--- config.mk ---
export PLATFORM = sky130hd
export DESIGN_NAME = fp_addsub_top
export DESIGN_NICKNAME = d
export VERILOG_FILES = /design/src/logic/fp_addsub_pkg.sv /design/src/logic/fp_chan_if.sv /design/src/logic/add_sub_fsm.sv /design/src/logic/fp_addsub_lane.sv /design/src/logic/op_dispatch.sv /design/src/logic/result_collect.sv /design/src/logic/fp_addsub_top.sv
export VERILOG_INCLUDE_DIRS = /design/src
export SDC_FILE = /design/constraint.sdc
export NUM_CORES = 2
export LEC_CHECK = 0
export ABC_AREA = 1
export BUFFER_PORTS_ARGS = -buffer_cell sky130_fd_sc_hd__buf_4
export CAP_MARGIN = 25
export CORE_ASPECT_RATIO = 1.4
export CORE_UTILIZATION = 30
export CTS_CLUSTER_DIAMETER = 60
export DETAILED_ROUTE_END_ITERATION = 10
export SLEW_MARGIN = 25
export SYNTH_ARGS = -nofsm -noshare
export SYNTH_HDL_FRONTEND = slang
export SYNTH_SLANG_ARGS = --single-unit
--- constraint.sdc ---
create_clock -name clk -period 8.45 [get_ports clk]
set_input_delay 0.845 -clock clk [delete_from_list [all_inputs] [get_ports clk]]
set_output_delay 0.845 -clock clk [all_outputs]
set_load 0.02 [all_outputs]
--- src/fp_addsub_macros.svh ---
//////////////////////////////////////////////////////////////////////
// fp add/sub widths and sizing
// single precision field widths, exponent bias and lane count
//////////////////////////////////////////////////////////////////////

`ifndef FP_ADDSUB_MACROS_SVH
`define FP_ADDSUB_MACROS_SVH

// ieee single fields
`define FP_EXP_W 8
`define FP_MAN_W 23
`define FP_BIAS  127

// parallel datapath lanes, 2 or more
`define N_LANES  4

`endif

--- src/logic/fp_addsub_pkg.sv ---
//////////////////////////////////////////////////////////////////////
// fp add/sub shared types
// words, operations, flags, results and the lane controller states
//////////////////////////////////////////////////////////////////////

`include "fp_addsub_macros.svh"

package fp_addsub_pkg;

  typedef struct packed {
    logic                 sign;
    logic [`FP_EXP_W-1:0] exp;
    logic [`FP_MAN_W-1:0] frac;
  } fp_word_t;

  typedef struct packed {
    fp_word_t a;
    fp_word_t b;
    logic     sub;   // 1 selects a - b
  } fp_op_t;

  typedef struct packed {
    logic overflow;
    logic underflow;
    logic inexact;
  } fp_flags_t;

  typedef struct packed {
    fp_word_t  value;
    fp_flags_t flags;
  } fp_res_t;

  typedef enum logic [2:0] {
    IDLE,
    PRE_NORMALIZING,
    OPERATION,
    NORMALIZING,
    SHIFTING_EXPONENT,
    ROUNDING,
    RESULT,
    RELEASE
  } lane_state_t;

endpackage

--- src/logic/fp_chan_if.sv ---
//////////////////////////////////////////////////////////////////////
// four-phase req/ack channel
// payload type is set per instance, operations or results
//////////////////////////////////////////////////////////////////////

interface fp_chan_if #(
  parameter type payload_t = logic
) ();

  logic     req;
  logic     ack;
  payload_t payload;   // held stable while req is high

  modport source (
    output req,
    output payload,
    input  ack
  );

  modport sink (
    input  req,
    input  payload,
    output ack
  );

endinterface

--- src/logic/add_sub_fsm.sv ---
//////////////////////////////////////////////////////////////////////
// lane controller
// walks the fixed add/sub sequence, one load enable per working state
//////////////////////////////////////////////////////////////////////

module add_sub_fsm
  import fp_addsub_pkg::*;
(
  input  logic        clk,
  input  logic        rst_n,
  input  logic        start,
  input  logic        out_ack,
  output lane_state_t state,
  output logic        load_operands,
  output logic        load_aligned,
  output logic        load_sum,
  output logic        load_normalized,
  output logic        load_result,
  output logic        done
);

  lane_state_t next;

  always_ff @(posedge clk) begin
    if (!rst_n) begin
      state <= IDLE;
    end else begin
      state <= next;
    end
  end

  always_comb begin
    next = state;
    case (state)
      IDLE:              next = start ? PRE_NORMALIZING : IDLE;
      PRE_NORMALIZING:   next = OPERATION;
      OPERATION:         next = NORMALIZING;
      NORMALIZING:       next = SHIFTING_EXPONENT;
      SHIFTING_EXPONENT: next = ROUNDING;
      ROUNDING:          next = RESULT;
      RESULT:            next = out_ack ? RELEASE : RESULT;   // collector took it
      RELEASE:           next = out_ack ? RELEASE : IDLE;     // wait for ack low
      default:           next = IDLE;
    endcase
  end

  always_comb begin
    load_operands   = 1'b0;
    load_aligned    = 1'b0;
    load_sum        = 1'b0;
    load_normalized = 1'b0;
    load_result     = 1'b0;
    done            = 1'b0;
    case (state)
      PRE_NORMALIZING:   load_operands   = 1'b1;
      OPERATION:         load_aligned    = 1'b1;
      NORMALIZING:       load_sum        = 1'b1;
      SHIFTING_EXPONENT: load_normalized = 1'b1;
      ROUNDING:          load_result     = 1'b1;
      RESULT:            done            = 1'b1;
      default: begin
      end
    endcase
  end

endmodule

--- src/logic/fp_addsub_lane.sv ---
//////////////////////////////////////////////////////////////////////
// fp add/sub lane
// sequenced single precision datapath between two req/ack channels
//////////////////////////////////////////////////////////////////////

`include "fp_addsub_macros.svh"

module fp_addsub_lane
  import fp_addsub_pkg::*;
(
  input  logic      clk,
  input  logic      rst_n,
  fp_chan_if.sink   issue,
  fp_chan_if.source result
);

  localparam int E_W     = `FP_EXP_W;
  localparam int M_W     = `FP_MAN_W + 1;       // with hidden bit
  localparam int A_W     = M_W + 3;             // plus guard, round, sticky
  localparam int LZ_W    = $clog2(A_W + 1);
  localparam int EXP_MAX = 2 * `FP_BIAS + 1;

  lane_state_t state;
  logic start, ack_q;
  logic load_operands, load_aligned, load_sum, load_normalized, load_result, done;

  fp_op_t            op_q;
  fp_word_t          b_eff;
  logic [E_W+M_W-2:0] mag_a, mag_b;
  logic [M_W-1:0]    mant_a, mant_b;
  logic              swap;
  logic              l_sign, s_sign;
  logic [E_W-1:0]    l_exp, s_exp, exp_diff;
  logic [M_W-1:0]    l_mant, s_mant;
  logic [A_W-1:0]    s_ext, s_shift, s_mask, small_al;
  logic              s_sticky, sub_r, sign_r;
  logic [A_W:0]      sum;
  logic [LZ_W-1:0]   lz, lz_r;
  logic [A_W-1:0]    norm_mant;
  logic              carry_r, zero_r, uf_r;
  logic signed [E_W+1:0] exp_adj, exp_r, exp_fin;
  logic [M_W-1:0]    mant_keep;
  logic [M_W:0]      mant_rnd;
  logic              guard, round_bit, sticky, lost, round_up;
  fp_res_t           res_next, res_q;

  function automatic logic [LZ_W-1:0] count_lz(input logic [A_W-1:0] v);
    logic [LZ_W-1:0] n;
    n = LZ_W'(A_W);
    for (int i = 0; i < A_W; i++) begin
      if (v[i]) begin
        n = LZ_W'(A_W - 1 - i);
      end
    end
    return n;
  endfunction

  add_sub_fsm fsm_i (
    .clk             (clk),
    .rst_n           (rst_n),
    .start           (start),
    .out_ack         (result.ack),
    .state           (state),
    .load_operands   (load_operands),
    .load_aligned    (load_aligned),
    .load_sum        (load_sum),
    .load_normalized (load_normalized),
    .load_result     (load_result),
    .done            (done)
  );

  //////////////////////////////////////////////////////////////////////
  // issue side
  assign start = (state == IDLE) & issue.req & ~ack_q;

  always_ff @(posedge clk) begin
    if (!rst_n) begin
      ack_q <= 1'b0;
    end else begin
      ack_q <= issue.req & (ack_q | start);   // hold until req falls
    end
  end

  always_ff @(posedge clk) begin
    if (start) begin
      op_q <= issue.payload;
    end
  end

  assign issue.ack      = ack_q;
  assign result.req     = done;
  assign result.payload = res_q;

  //////////////////////////////////////////////////////////////////////
  // pre-normalize and align
  always_comb begin
    b_eff      = op_q.b;
    b_eff.sign = op_q.b.sign ^ op_q.sub;
    mant_a     = (op_q.a.exp == '0) ? '0 : {1'b1, op_q.a.frac};   // subnormal reads as 0
    mant_b     = (op_q.b.exp == '0) ? '0 : {1'b1, op_q.b.frac};
    mag_a      = (op_q.a.exp == '0) ? '0 : {op_q.a.exp, op_q.a.frac};
    mag_b      = (op_q.b.exp == '0) ? '0 : {op_q.b.exp, op_q.b.frac};
    swap       = mag_b > mag_a;
  end

  always_ff @(posedge clk) begin
    if (load_operands) begin
      l_sign <= swap ? b_eff.sign : op_q.a.sign;
      l_exp  <= swap ? b_eff.exp : op_q.a.exp;
      l_mant <= swap ? mant_b : mant_a;
      s_sign <= swap ? op_q.a.sign : b_eff.sign;
      s_exp  <= swap ? op_q.a.exp : b_eff.exp;
      s_mant <= swap ? mant_a : mant_b;
    end
  end

  always_comb begin
    exp_diff = l_exp - s_exp;
    s_ext    = {s_mant, 3'b000};
    s_mask   = (A_W'(1) << exp_diff) - A_W'(1);
    if (exp_diff >= E_W'(A_W)) begin
      s_shift  = '0;
      s_sticky = |s_mant;                     // shifted fully out
    end else begin
      s_shift  = s_ext >> exp_diff;
      s_sticky = |(s_ext & s_mask);
    end
  end

  always_ff @(posedge clk) begin
    if (load_aligned) begin
      small_al <= {s_shift[A_W-1:1], s_shift[0] | s_sticky};
      sub_r    <= l_sign ^ s_sign;              // effective operation
      sign_r   <= l_sign;
    end
  end

  //////////////////////////////////////////////////////////////////////
  // add/subtract, normalize, exponent
  always_comb begin
    if (sub_r) begin
      sum = {1'b0, l_mant, 3'b000} - {1'b0, small_al};
    end else begin
      sum = {1'b0, l_mant, 3'b000} + {1'b0, small_al};
    end
    lz = count_lz(sum[A_W-1:0]);
  end

  always_ff @(posedge clk) begin
    if (load_sum) begin
      carry_r <= sum[A_W];
      zero_r  <= (sum == '0);
      lz_r    <= sum[A_W] ? '0 : lz;
      if (sum[A_W]) begin
        norm_mant <= {sum[A_W:2], sum[1] | sum[0]};   // keep sticky on right shift
      end else begin
        norm_mant <= sum[A_W-1:0] << lz;
      end
    end
  end

  assign exp_adj = {2'b00, l_exp} + (E_W+2)'(carry_r) - (E_W+2)'(lz_r);

  always_ff @(posedge clk) begin
    if (load_normalized) begin
      exp_r <= exp_adj;
      uf_r  <= ~zero_r & (exp_adj <= 0);        // tiny, flushed later
    end
  end

  //////////////////////////////////////////////////////////////////////
  // round to nearest even and pack
  always_comb begin
    mant_keep = norm_mant[A_W-1:3];
    guard     = norm_mant[2];
    round_bit = norm_mant[1];
    sticky    = norm_mant[0];
    lost      = guard | round_bit | sticky;
    round_up  = guard & (round_bit | sticky | mant_keep[0]);
    mant_rnd  = {1'b0, mant_keep} + (M_W+1)'(round_up);
    exp_fin   = exp_r + (E_W+2)'(mant_rnd[M_W]);   // carry out of rounding
    res_next  = '0;
    if (zero_r) begin
      res_next.value.sign = sign_r & ~sub_r;        // exact cancel gives +0
    end else if (uf_r) begin
      res_next.value.sign      = sign_r;
      res_next.flags.underflow = 1'b1;
      res_next.flags.inexact   = 1'b1;
    end else if (exp_fin >= EXP_MAX) begin
      res_next.value.sign     = sign_r;
      res_next.value.exp      = '1;
      res_next.flags.overflow = 1'b1;
      res_next.flags.inexact  = 1'b1;
    end else begin
      res_next.value.sign    = sign_r;
      res_next.value.exp     = exp_fin[E_W-1:0];
      res_next.value.frac    = mant_rnd[M_W] ? mant_rnd[M_W-1:1] : mant_rnd[M_W-2:0];
      res_next.flags.inexact = lost;
    end
  end

  always_ff @(posedge clk) begin
    if (load_result) begin
      res_q <= res_next;
    end
  end

endmodule

--- src/logic/op_dispatch.sv ---
//////////////////////////////////////////////////////////////////////
// operation dispatcher
// bridges the input handshake to the lanes in round-robin order
//////////////////////////////////////////////////////////////////////

`include "fp_addsub_macros.svh"

module op_dispatch
  import fp_addsub_pkg::*;
(
  input  logic      clk,
  input  logic      rst_n,
  input  logic      in_req,
  output logic      in_ack,
  input  fp_op_t    in_op,
  fp_chan_if.source lanes [`N_LANES]
);

  localparam int PTR_W = $clog2(`N_LANES);

  typedef enum logic [1:0] {
    D_IDLE,
    D_ISSUE,
    D_HOLD
  } disp_state_t;

  disp_state_t          state;
  logic [PTR_W-1:0]     ptr;
  logic                 req_q;
  fp_op_t               op_q;
  logic [`N_LANES-1:0]  lane_ack;

  for (genvar i = 0; i < `N_LANES; i++) begin : g_lane
    assign lanes[i].req     = req_q & (ptr == PTR_W'(i));
    assign lanes[i].payload = op_q;
    assign lane_ack[i]      = lanes[i].ack;
  end

  always_ff @(posedge clk) begin
    if (!rst_n) begin
      state  <= D_IDLE;
      ptr    <= '0;
      req_q  <= 1'b0;
      in_ack <= 1'b0;
    end else begin
      case (state)
        D_IDLE: begin
          if (in_req) begin
            req_q <= 1'b1;
            state <= D_ISSUE;
          end
        end
        D_ISSUE: begin
          if (lane_ack[ptr]) begin              // lane has latched the op
            req_q  <= 1'b0;
            in_ack <= 1'b1;
            state  <= D_HOLD;
          end
        end
        D_HOLD: begin
          if (!in_req && !lane_ack[ptr]) begin
            in_ack <= 1'b0;
            ptr    <= (ptr == PTR_W'(`N_LANES - 1)) ? '0 : ptr + 1'b1;
            state  <= D_IDLE;
          end
        end
        default: state <= D_IDLE;
      endcase
    end
  end

  always_ff @(posedge clk) begin
    if (state == D_IDLE && in_req) begin
      op_q <= in_op;
    end
  end

endmodule

--- src/logic/result_collect.sv ---
//////////////////////////////////////////////////////////////////////
// result collector
// drains the lanes in issue order onto the output handshake
//////////////////////////////////////////////////////////////////////

`include "fp_addsub_macros.svh"

module result_collect
  import fp_addsub_pkg::*;
(
  input  logic     clk,
  input  logic     rst_n,
  fp_chan_if.sink  lanes [`N_LANES],
  output logic     out_req,
  input  logic     out_ack,
  output fp_res_t  out_res
);

  localparam int PTR_W = $clog2(`N_LANES);

  typedef enum logic [1:0] {
    C_WAIT,
    C_ACK,
    C_LANE,
    C_OUT
  } coll_state_t;

  coll_state_t          state;
  logic [PTR_W-1:0]     ptr;
  logic                 ack_q;
  logic [`N_LANES-1:0]  lane_req;
  fp_res_t              lane_res [`N_LANES];

  for (genvar i = 0; i < `N_LANES; i++) begin : g_lane
    assign lane_req[i]  = lanes[i].req;
    assign lane_res[i]  = lanes[i].payload;
    assign lanes[i].ack = ack_q & (ptr == PTR_W'(i));
  end

  always_ff @(posedge clk) begin
    if (!rst_n) begin
      state   <= C_WAIT;
      ptr     <= '0;
      ack_q   <= 1'b0;
      out_req <= 1'b0;
    end else begin
      case (state)
        C_WAIT: begin
          if (lane_req[ptr]) begin
            out_req <= 1'b1;
            state   <= C_ACK;
          end
        end
        C_ACK: begin
          ack_q <= 1'b1;                        // one cycle after out_req
          state <= C_LANE;
        end
        C_LANE: begin
          if (!lane_req[ptr]) begin
            ack_q <= 1'b0;
            state <= C_OUT;
          end
        end
        C_OUT: begin
          if (!out_req && !out_ack) begin      // output handshake finished
            ptr   <= (ptr == PTR_W'(`N_LANES - 1)) ? '0 : ptr + 1'b1;
            state <= C_WAIT;
          end
        end
        default: state <= C_WAIT;
      endcase
      if (out_req && out_ack) begin
        out_req <= 1'b0;
      end
    end
  end

  always_ff @(posedge clk) begin
    if (state == C_WAIT && lane_req[ptr]) begin
      out_res <= lane_res[ptr];
    end
  end

endmodule

--- src/logic/fp_addsub_top.sv ---
//////////////////////////////////////////////////////////////////////
// multi-lane fp adder/subtractor
// dispatcher, parallel lanes and in-order collector
//////////////////////////////////////////////////////////////////////

`include "fp_addsub_macros.svh"

module fp_addsub_top
  import fp_addsub_pkg::*;
(
  input  logic    clk,
  input  logic    rst_n,
  input  logic    in_req,
  output logic    in_ack,
  input  fp_op_t  in_op,
  output logic    out_req,
  input  logic    out_ack,
  output fp_res_t out_res
);

  fp_chan_if #(.payload_t(fp_op_t))  issue_ch [`N_LANES] ();
  fp_chan_if #(.payload_t(fp_res_t)) done_ch  [`N_LANES] ();

  op_dispatch dispatch_i (
    .clk    (clk),
    .rst_n  (rst_n),
    .in_req (in_req),
    .in_ack (in_ack),
    .in_op  (in_op),
    .lanes  (issue_ch)
  );

  for (genvar g = 0; g < `N_LANES; g++) begin : g_lanes
    fp_addsub_lane lane_i (
      .clk    (clk),
      .rst_n  (rst_n),
      .issue  (issue_ch[g]),
      .result (done_ch[g])
    );
  end

  result_collect collect_i (
    .clk     (clk),
    .rst_n   (rst_n),
    .lanes   (done_ch),
    .out_req (out_req),
    .out_ack (out_ack),
    .out_res (out_res)
  );

endmodule

## Yosys cells after proc, flatten, opt, wreduce, memory -nomap -nowiden

Index checks and enable logic that the tools add are counted.

- Bits in writable memories: 0
- Bits in latches: 0
- Word-level logic and storage cells: 659
- Bits of input ports: 69
- Memories: 0
- Memory bits (read-only): 0
- Output and inout bits: 37
- Bits in registers: 1088

- Reduce and logical (&&, ||, !) cells: 57
- Muxes and demuxes: 257
- Shift-type cells: 12
- $mul: 0
- Add/sub/neg operators: 34
- Magnitude comparators: 19
- Eq/ne operators: 45
- Divide/modulo/power cells: 0
- Bitwise gates (word level): 86

Operators by type and width:

| cell | count |
|---|---|
| $mux W24 | 16 |
| $mux W5 | 64 |
| $mux W31 | 8 |
| $mux W4 | 32 |
| $gt A31 B31 Y1 | 4 |
| $add A27 B27 Y28 | 4 |
| $logic_not A28 Y1 | 4 |
| $mux W28 | 4 |
| $sub A27 B27 Y28 | 4 |
| $and A27 B27 Y27 | 4 |
| $reduce_or A27 Y1 | 4 |
| $shl A1 B8 Y27 const A | 4 |
| $shl A27 B5 Y27 | 4 |
| $shr A27 B8 Y27 | 4 |
| $sub A27 B2 Y27 const B | 4 |
| $mux W26 | 4 |
| $add A24 B1 Y25 | 4 |
| $mux W8 | 12 |
| $pmux W3 S8 | 4 |
| $reduce_or A24 Y1 | 4 |
| $mux W23 | 4 |
| $mux W1 | 79 |
| $bmux W35 S2 | 1 |
| $mux W35 | 2 |
| other kinds (38) | 232 |

## Longest topological paths before layout

- Word-level depth: 31
- Mapped depth: 39
- Mapped depth without buffers: 39

## Modules after synthesis

Synthesis repeated with hierarchy kept, for this count alone.

- Cells, all modules: 9391
- Area total of the unflattened synthesis: 75545.0 µm²

Modules (own cells, without submodules):

| module | cells an instance | times used | area an instance (µm²) | sequential area each (µm²) |
|---|---|---|---|---|
| fp_addsub_lane (g_lanes[0].lane_i ...) | 2160 | 2 | 17135.2 | 7226.9 |
| fp_addsub_lane (g_lanes[2].lane_i) | 2165 | 1 | 17097.6 | 7226.9 |
| fp_addsub_lane (g_lanes[3].lane_i) | 2160 | 1 | 17061.4 | 7226.9 |
| op_dispatch | 315 | 1 | 3816.2 | 2072.0 |
| result_collect | 295 | 1 | 2438.6 | 1171.1 |
| add_sub_fsm | 34 | 4 | 215.2 | 60.1 |

## Least setup slack after synthesis

OpenSTA, ideal clock, no wires.

- Kind: register to register
- From: register dispatch_i.ptr[0]
- To: register g_lanes[3].lane_i.op_q (netlist bit g_lanes[3].lane_i.b_eff[0]), enable pin
- Arrival: 6.895 ns
- Buffers on the path: 0
- Clock period less this slack: 7.546 ns
- Required time: 7.798 ns
- Slack: 0.904 ns
- Setup time: 0.652 ns
- Cell stages (with the launch flop): 4
- Path through: dfxtp_1 > ha_1 > nand2_1 > nor4_1

- Cells in the longest elaborated chain, start to end: 4

Ends and longest elaborated chain:

| element | line | RTL |
|---|---|---|
| from (decl) | op_dispatch.sv:28 | `logic [PTR_W-1:0] ptr;` |
| from (signal assigned) | op_dispatch.sv:63 | `` ptr <= (ptr == PTR_W'(`N_LANES - 1)) ? '0 : ptr + 1'b1; `` |
| $eq A2 B2 Y1 | op_dispatch.sv:34 | `assign lanes[i].req = req_q & (ptr == PTR_W'(i));` |
| $and A1 B1 Y1 | op_dispatch.sv:34 |  |
| $and A1 B1 Y1 (2 in a row) | fp_addsub_lane.sv:74 | `assign start = (state == IDLE) & issue.req & ~ack_q;` |
| net g_lanes[3].lane_i.fsm_i.start | add_sub_fsm.sv:11 | `input logic start,` |
| to (signal assigned) | fp_addsub_lane.sv:86 | `op_q <= issue.payload;` |
| to (decl) | fp_addsub_lane.sv:27 | `fp_op_t op_q;` |

The timed path passes the listed nets, and every way through them passes these cells.
A chain may end at the register's enable or synchronous reset.

## Worst setup path in the final report

- From: register g_lanes[0].lane_i.op_q (netlist bit g_lanes[0].lane_i.b_eff[28])
- To: register g_lanes[0].lane_i.l_mant[3], data pin

- Cells in the longest elaborated chain, start to end: 4
- Elaborated cells between the ends (all ways): 5
- Those cells by class: 1 x order compare; 3 x mux; 1 x reduce/logical

Ends and longest elaborated chain:

| element | line | RTL |
|---|---|---|
| from (decl) | fp_addsub_lane.sv:27 |  |
| from (signal assigned) | fp_addsub_lane.sv:86 |  |
| $logic_not A8 Y1 | fp_addsub_lane.sv:100, fp_addsub_lane.sv:102 |  |
| $mux W31 | fp_addsub_lane.sv:102 | `mag_b = (op_q.b.exp == '0) ? '0 : {op_q.b.exp, op_q.b.frac};` |
| $gt A31 B31 Y1 | fp_addsub_lane.sv:103 | `swap = mag_b > mag_a;` |
| $mux W24 (*) | fp_addsub_lane.sv:110 | `l_mant <= swap ? mant_b : mant_a;` |
| to (signal assigned) | fp_addsub_lane.sv:110 |  |
| to (decl) | fp_addsub_lane.sv:34 | `logic [M_W-1:0] l_mant, s_mant;` |

Every way passes the cells marked *; elsewhere a longest branch is shown, timed or not.

==> results by group <==
Status
  – Status: completed

Routing
  – Drt wl/cell: 20.65 um
  – Post-Route WL: 255200 um
  – Post-route ant nets: 0
  – Vias per cell: 5.184
  – Via count: 64050
  – Iter 0 DRT Violations: 5958
  – DRT Pass-1 Iters: 7
  – DRC: 0

Timing
  – Period Utilization, post-route: 68.40%
  – Final Critical Period: 5.780 ns
  – RSZ-0062 raised after global routing: false
  – Worst rel slew slack: 30.95%
  – Final Hold Fails: 0
  – Total negative slack: 0 ns
  – Final Slew Violations: 0
  – PnR worst setup slack: 2.670 ns
  – Fmax achieved: 173.0 MHz
  – Setup violators final: 0
  – Clk_skew: 0.09909 ns
  – Least-Margin Pin Slew: 1.036 ns

Power
  – Lkg Pwr: 33.81 nW
  – Max IR drop VDD: 0.1635 mV
  – PD cells: 166.1 nW/um2

Worst hold path
  – Hold WC Path Type: in2reg

Critical path
  – Reg2reg path depth: 19
  – Worst r2r src: g_lanes[0].lane_i.b_eff[28]$_DFFE_PP_
  – Crit path required time: 8.87 ns
  – CP arrival: 6.20 ns
  – Crit Path Class: reg2reg
  – Crit path from: g_lanes[0].lane_i.b_eff[28]$_DFFE_PP_
  – Startpoint types: register
  – Worst Path Max Fanout: 64
  – Nature of the critical path endpoint: register
  – CP endpoint: g_lanes[0].lane_i.l_mant[3]$_DFFE_PP_
  – Worst reg2reg path endpoint: g_lanes[0].lane_i.l_mant[3]$_DFFE_PP_
  – Reg2reg setup slack: 2.67 ns

Synthesis
  – Xor-xnor portion of the synthesized cell area: 2.181%
  – Avg Cell Area, Syn: 8.085 um2
  – Mux share of post-synthesis cell area: 0.2994%
  – Post-Synth Adder-Cell Area: 7.761%
  – Async SR Flop Fraction: 0%
  – Post-synth EDFFs: 1060
  – Synth Warn #: 0
  – Post-Syn Area: 73540 um2
  – Yosys reg bits: 1088
  – Dominant synthesized flop cell: edfxtp_1
  – Syn nets: 9614
  – Sequential fraction of the synthesis area: 44.04%
  – Compound-Gate Fraction of Synth Area: 12.51%
  – Yosys cell types: 76
  – Cells after Synth: 9096
  – Area share of and/or/nand/nor cells after synthesis: 25.07%
  – Largest family of logic cells by synthesized area: simple AND/OR/NAND/NOR gates

Final layout
  – Layout Nets: 9528
  – Commonest non-fill, non-tap cell in the layout: nand2_1
  – Share of cells above drive strength 1: 6.411%
  – Filler cells: 25520
  – Layout Area Growth over Synthesis: 10.47%
  – Commonest cells after routing, fill and taps aside: nand2_1, inv_1, edfxtp_1

Floorplanning
  – Starting Density: 30.25%
  – Ports: 106
  – Core Rows: 214
  – Total die area: 247200 um2
  – Die Width: 420.5 um
  – CORE AREA: 243100 um2
  – Die H: 587.8 um

Clocking
  – Root buf cell: clkbuf_16
  – Worst-skew pair later-pin latency: 0.79 ns
  – Reg clk slew, reported paths: 0.07 ns
  – CTS Hold Bufs: 0
  – CTS Buf Count: 115
  – CTS H-tree depth: 3
  – CTS tree: done
  – Clock sink count: 1088
  – Post-CTS setup buffers: 0
  – CTS Buffer Depth: 3
  – CTS resizes: 0

Global routing
  – GRT busiest layer: met2
  – Met3 Resource Use GR: 2.102%
  – Gr usage total: 19.98%
  – Vias in the first global route: 61470
  – Grt ovf: 0
  – Initial antenna violation count: 12
  – GR Util met2: 34.10%
  – First-pass GRT wire length: 375900 um
  – Largest net degree at the start of global routing: 79
  – Grt met1 use: 23.84%

Placed design
  – Post-Place Worst Slack: 2.845 ns
  – Final Wtd Congestion: 0.9598
  – DP Wirelength: 202600 um
  – PortBufs: 105

Job
  – Max_cap viols: 0
[worst max-delay path: stages (launching register included)]
cell       delay [ns]
edfxtp_1         0.46
nor4_1           0.35
nand2_1          0.14
inv_1            0.60
nor2_1           0.14
ha_1             0.35
a21oi_1          0.14
o21ai_0          0.10
a21oi_1          0.13
o21ai_0          0.09
a21oi_1          0.18
nor3_1           0.06
o21ai_0          0.28
o211ai_1         0.24
nand3_1          0.19
o2111ai_1        0.21
nand2_1          0.11
buf_4            0.40
inv_2            0.45
o21ai_0          0.73
[Yosys cell counts (all sizes together), types with 7 or more instances]
library cell	n	area (um2)
a22o	11	96.34
dfxtp	28	560.5
nand4	151	944.7
xnor2	34	297.8
buf	152	874.6
nand3	960	4922
o21a	10	75.07
nor3	130	675.7
a31oi	31	193.9
o21ai	689	3505
a21oi	442	2310
o211ai	45	337.8
ha	437	5468
nand2	2035	7771
clkinv	14	53.80
a21boi	18	157.6
nor3b	15	112.6
nor4	53	337.8
or2	43	269.0
o221ai	19	172.7
a21o	12	90.09
a211oi	26	195.2
nand3b	18	135.1
a22oi	7	52.55
mux2i	22	220.2
xor2	144	1306
inv	1127	4233
o21bai	26	195.2
o2111ai	16	140.1
clkbuf	220	828.3
edfxtp	1060	31830
o22ai	221	1383
fa	12	240.2
nor2	819	3162
[cell families (layout without fill, tap and decap cells)]
family | after synthesis | in the layout
simple gates | 4240 | 4240
compound gates | 1606 | 1606
buf+inv | 1513 | 1527
flops | 1088 | 1088
fa+ha+maj | 449 | 449
xor+xnor | 178 | 178
mux | 22 | 22
other cells | 0 | 5
[cell type report]
type | count | area, um2 | share of cell area [%]
clock inverters | 90 | 968.4 | 1.192
well taps | 3240 | 4054 | 4.990
multi-input cells | 6495 | 35280 | 43.42
flip-flops and latches | 1088 | 32390 | 39.87
repair buffers | 169 | 1329 | 1.636
diodes | 5 | 12.51 | 0.01540
clock buffers | 127 | 2923 | 3.598
inverters | 1141 | 4287 | 5.276
[sequential cells by signal, indices dropped and copies added (netlist names), 12 cells and up]
register                       cells
dispatch_i.lanes.payload          65
g_lanes.lane_i.exp_r              40
g_lanes.lane_i.s_mant             96
g_lanes.lane_i.fsm_i.state        12
g_lanes.lane_i.lz_r               20
g_lanes.lane_i.op_q              136
g_lanes.lane_i.small_al          108
g_lanes.lane_i.s_exp              32
collect_i.out_res                 35
g_lanes.lane_i.l_exp              32
g_lanes.lane_i.norm_mant         108
g_lanes.lane_i.result.payload    140
g_lanes.lane_i.l_mant             96
g_lanes.lane_i.b_eff             124
[metal layers]
layer / routed length (um) / part of all wire (%)
met5: 40 / 0.016
met4: 18280 / 7.2
met3: 13070 / 5.1
met2: 122600 / 48
met1: 101200 / 40
[where the power goes]
part / leakage, nW / total [W] / switching, W / internal (W)
clock network: 1.88 / 0.00514 / 0.00231 / 0.00283
logic: 22.1 / 0.00210 / 0.00151 / 0.000596
registers: 9.87 / 0.00624 / 0.000153 / 0.00609
total: 33.8 / 0.0135 / 0.00397 / 0.00952
[metrics by stage]
step	power (W)	util (%)	hold slack [ns]	area [um2]	instances
2_1_floorplan	0.007743	-	0.4473	73540	9096
3_3_place_gp	0.008422	31.77	0.4701	77230	12130
3_5_place_dp	0.008435	31.79	0.4688	77290	12130
4_1_cts	0.01357	33.39	0.1763	81180	12350
5_1_grt	0.01400	33.41	0.1923	81230	12350
6_report	0.01349	33.42	0.2249	81240	12360
[how the worst min path moves through the flow]
stage                                                           end  slack, ns  cells after the start                          startpoint
after CTS                  dispatch_i.lanes[0].payload[9]$_DFFE_PP_       0.18                      1                            in_op[9]
after floorplan                  g_lanes[0].lane_i.sign_r$_DFFE_PP_       0.45                      0  g_lanes[0].lane_i.l_sign$_DFFE_PP_
after global routing      dispatch_i.lanes[0].payload[43]$_DFFE_PP_       0.19                      1                           in_op[43]
final                     dispatch_i.lanes[0].payload[63]$_DFFE_PP_       0.22                      1                           in_op[63]
after global placement               collect_i.out_req$_SDFFE_PP0P_       0.47                      1      collect_i.out_req$_SDFFE_PP0P_
after detailed placement         g_lanes[1].lane_i.sign_r$_DFFE_PP_       0.47                      0  g_lanes[1].lane_i.l_sign$_DFFE_PP_
No activity file was read; power rests on OpenSTA's default activity.
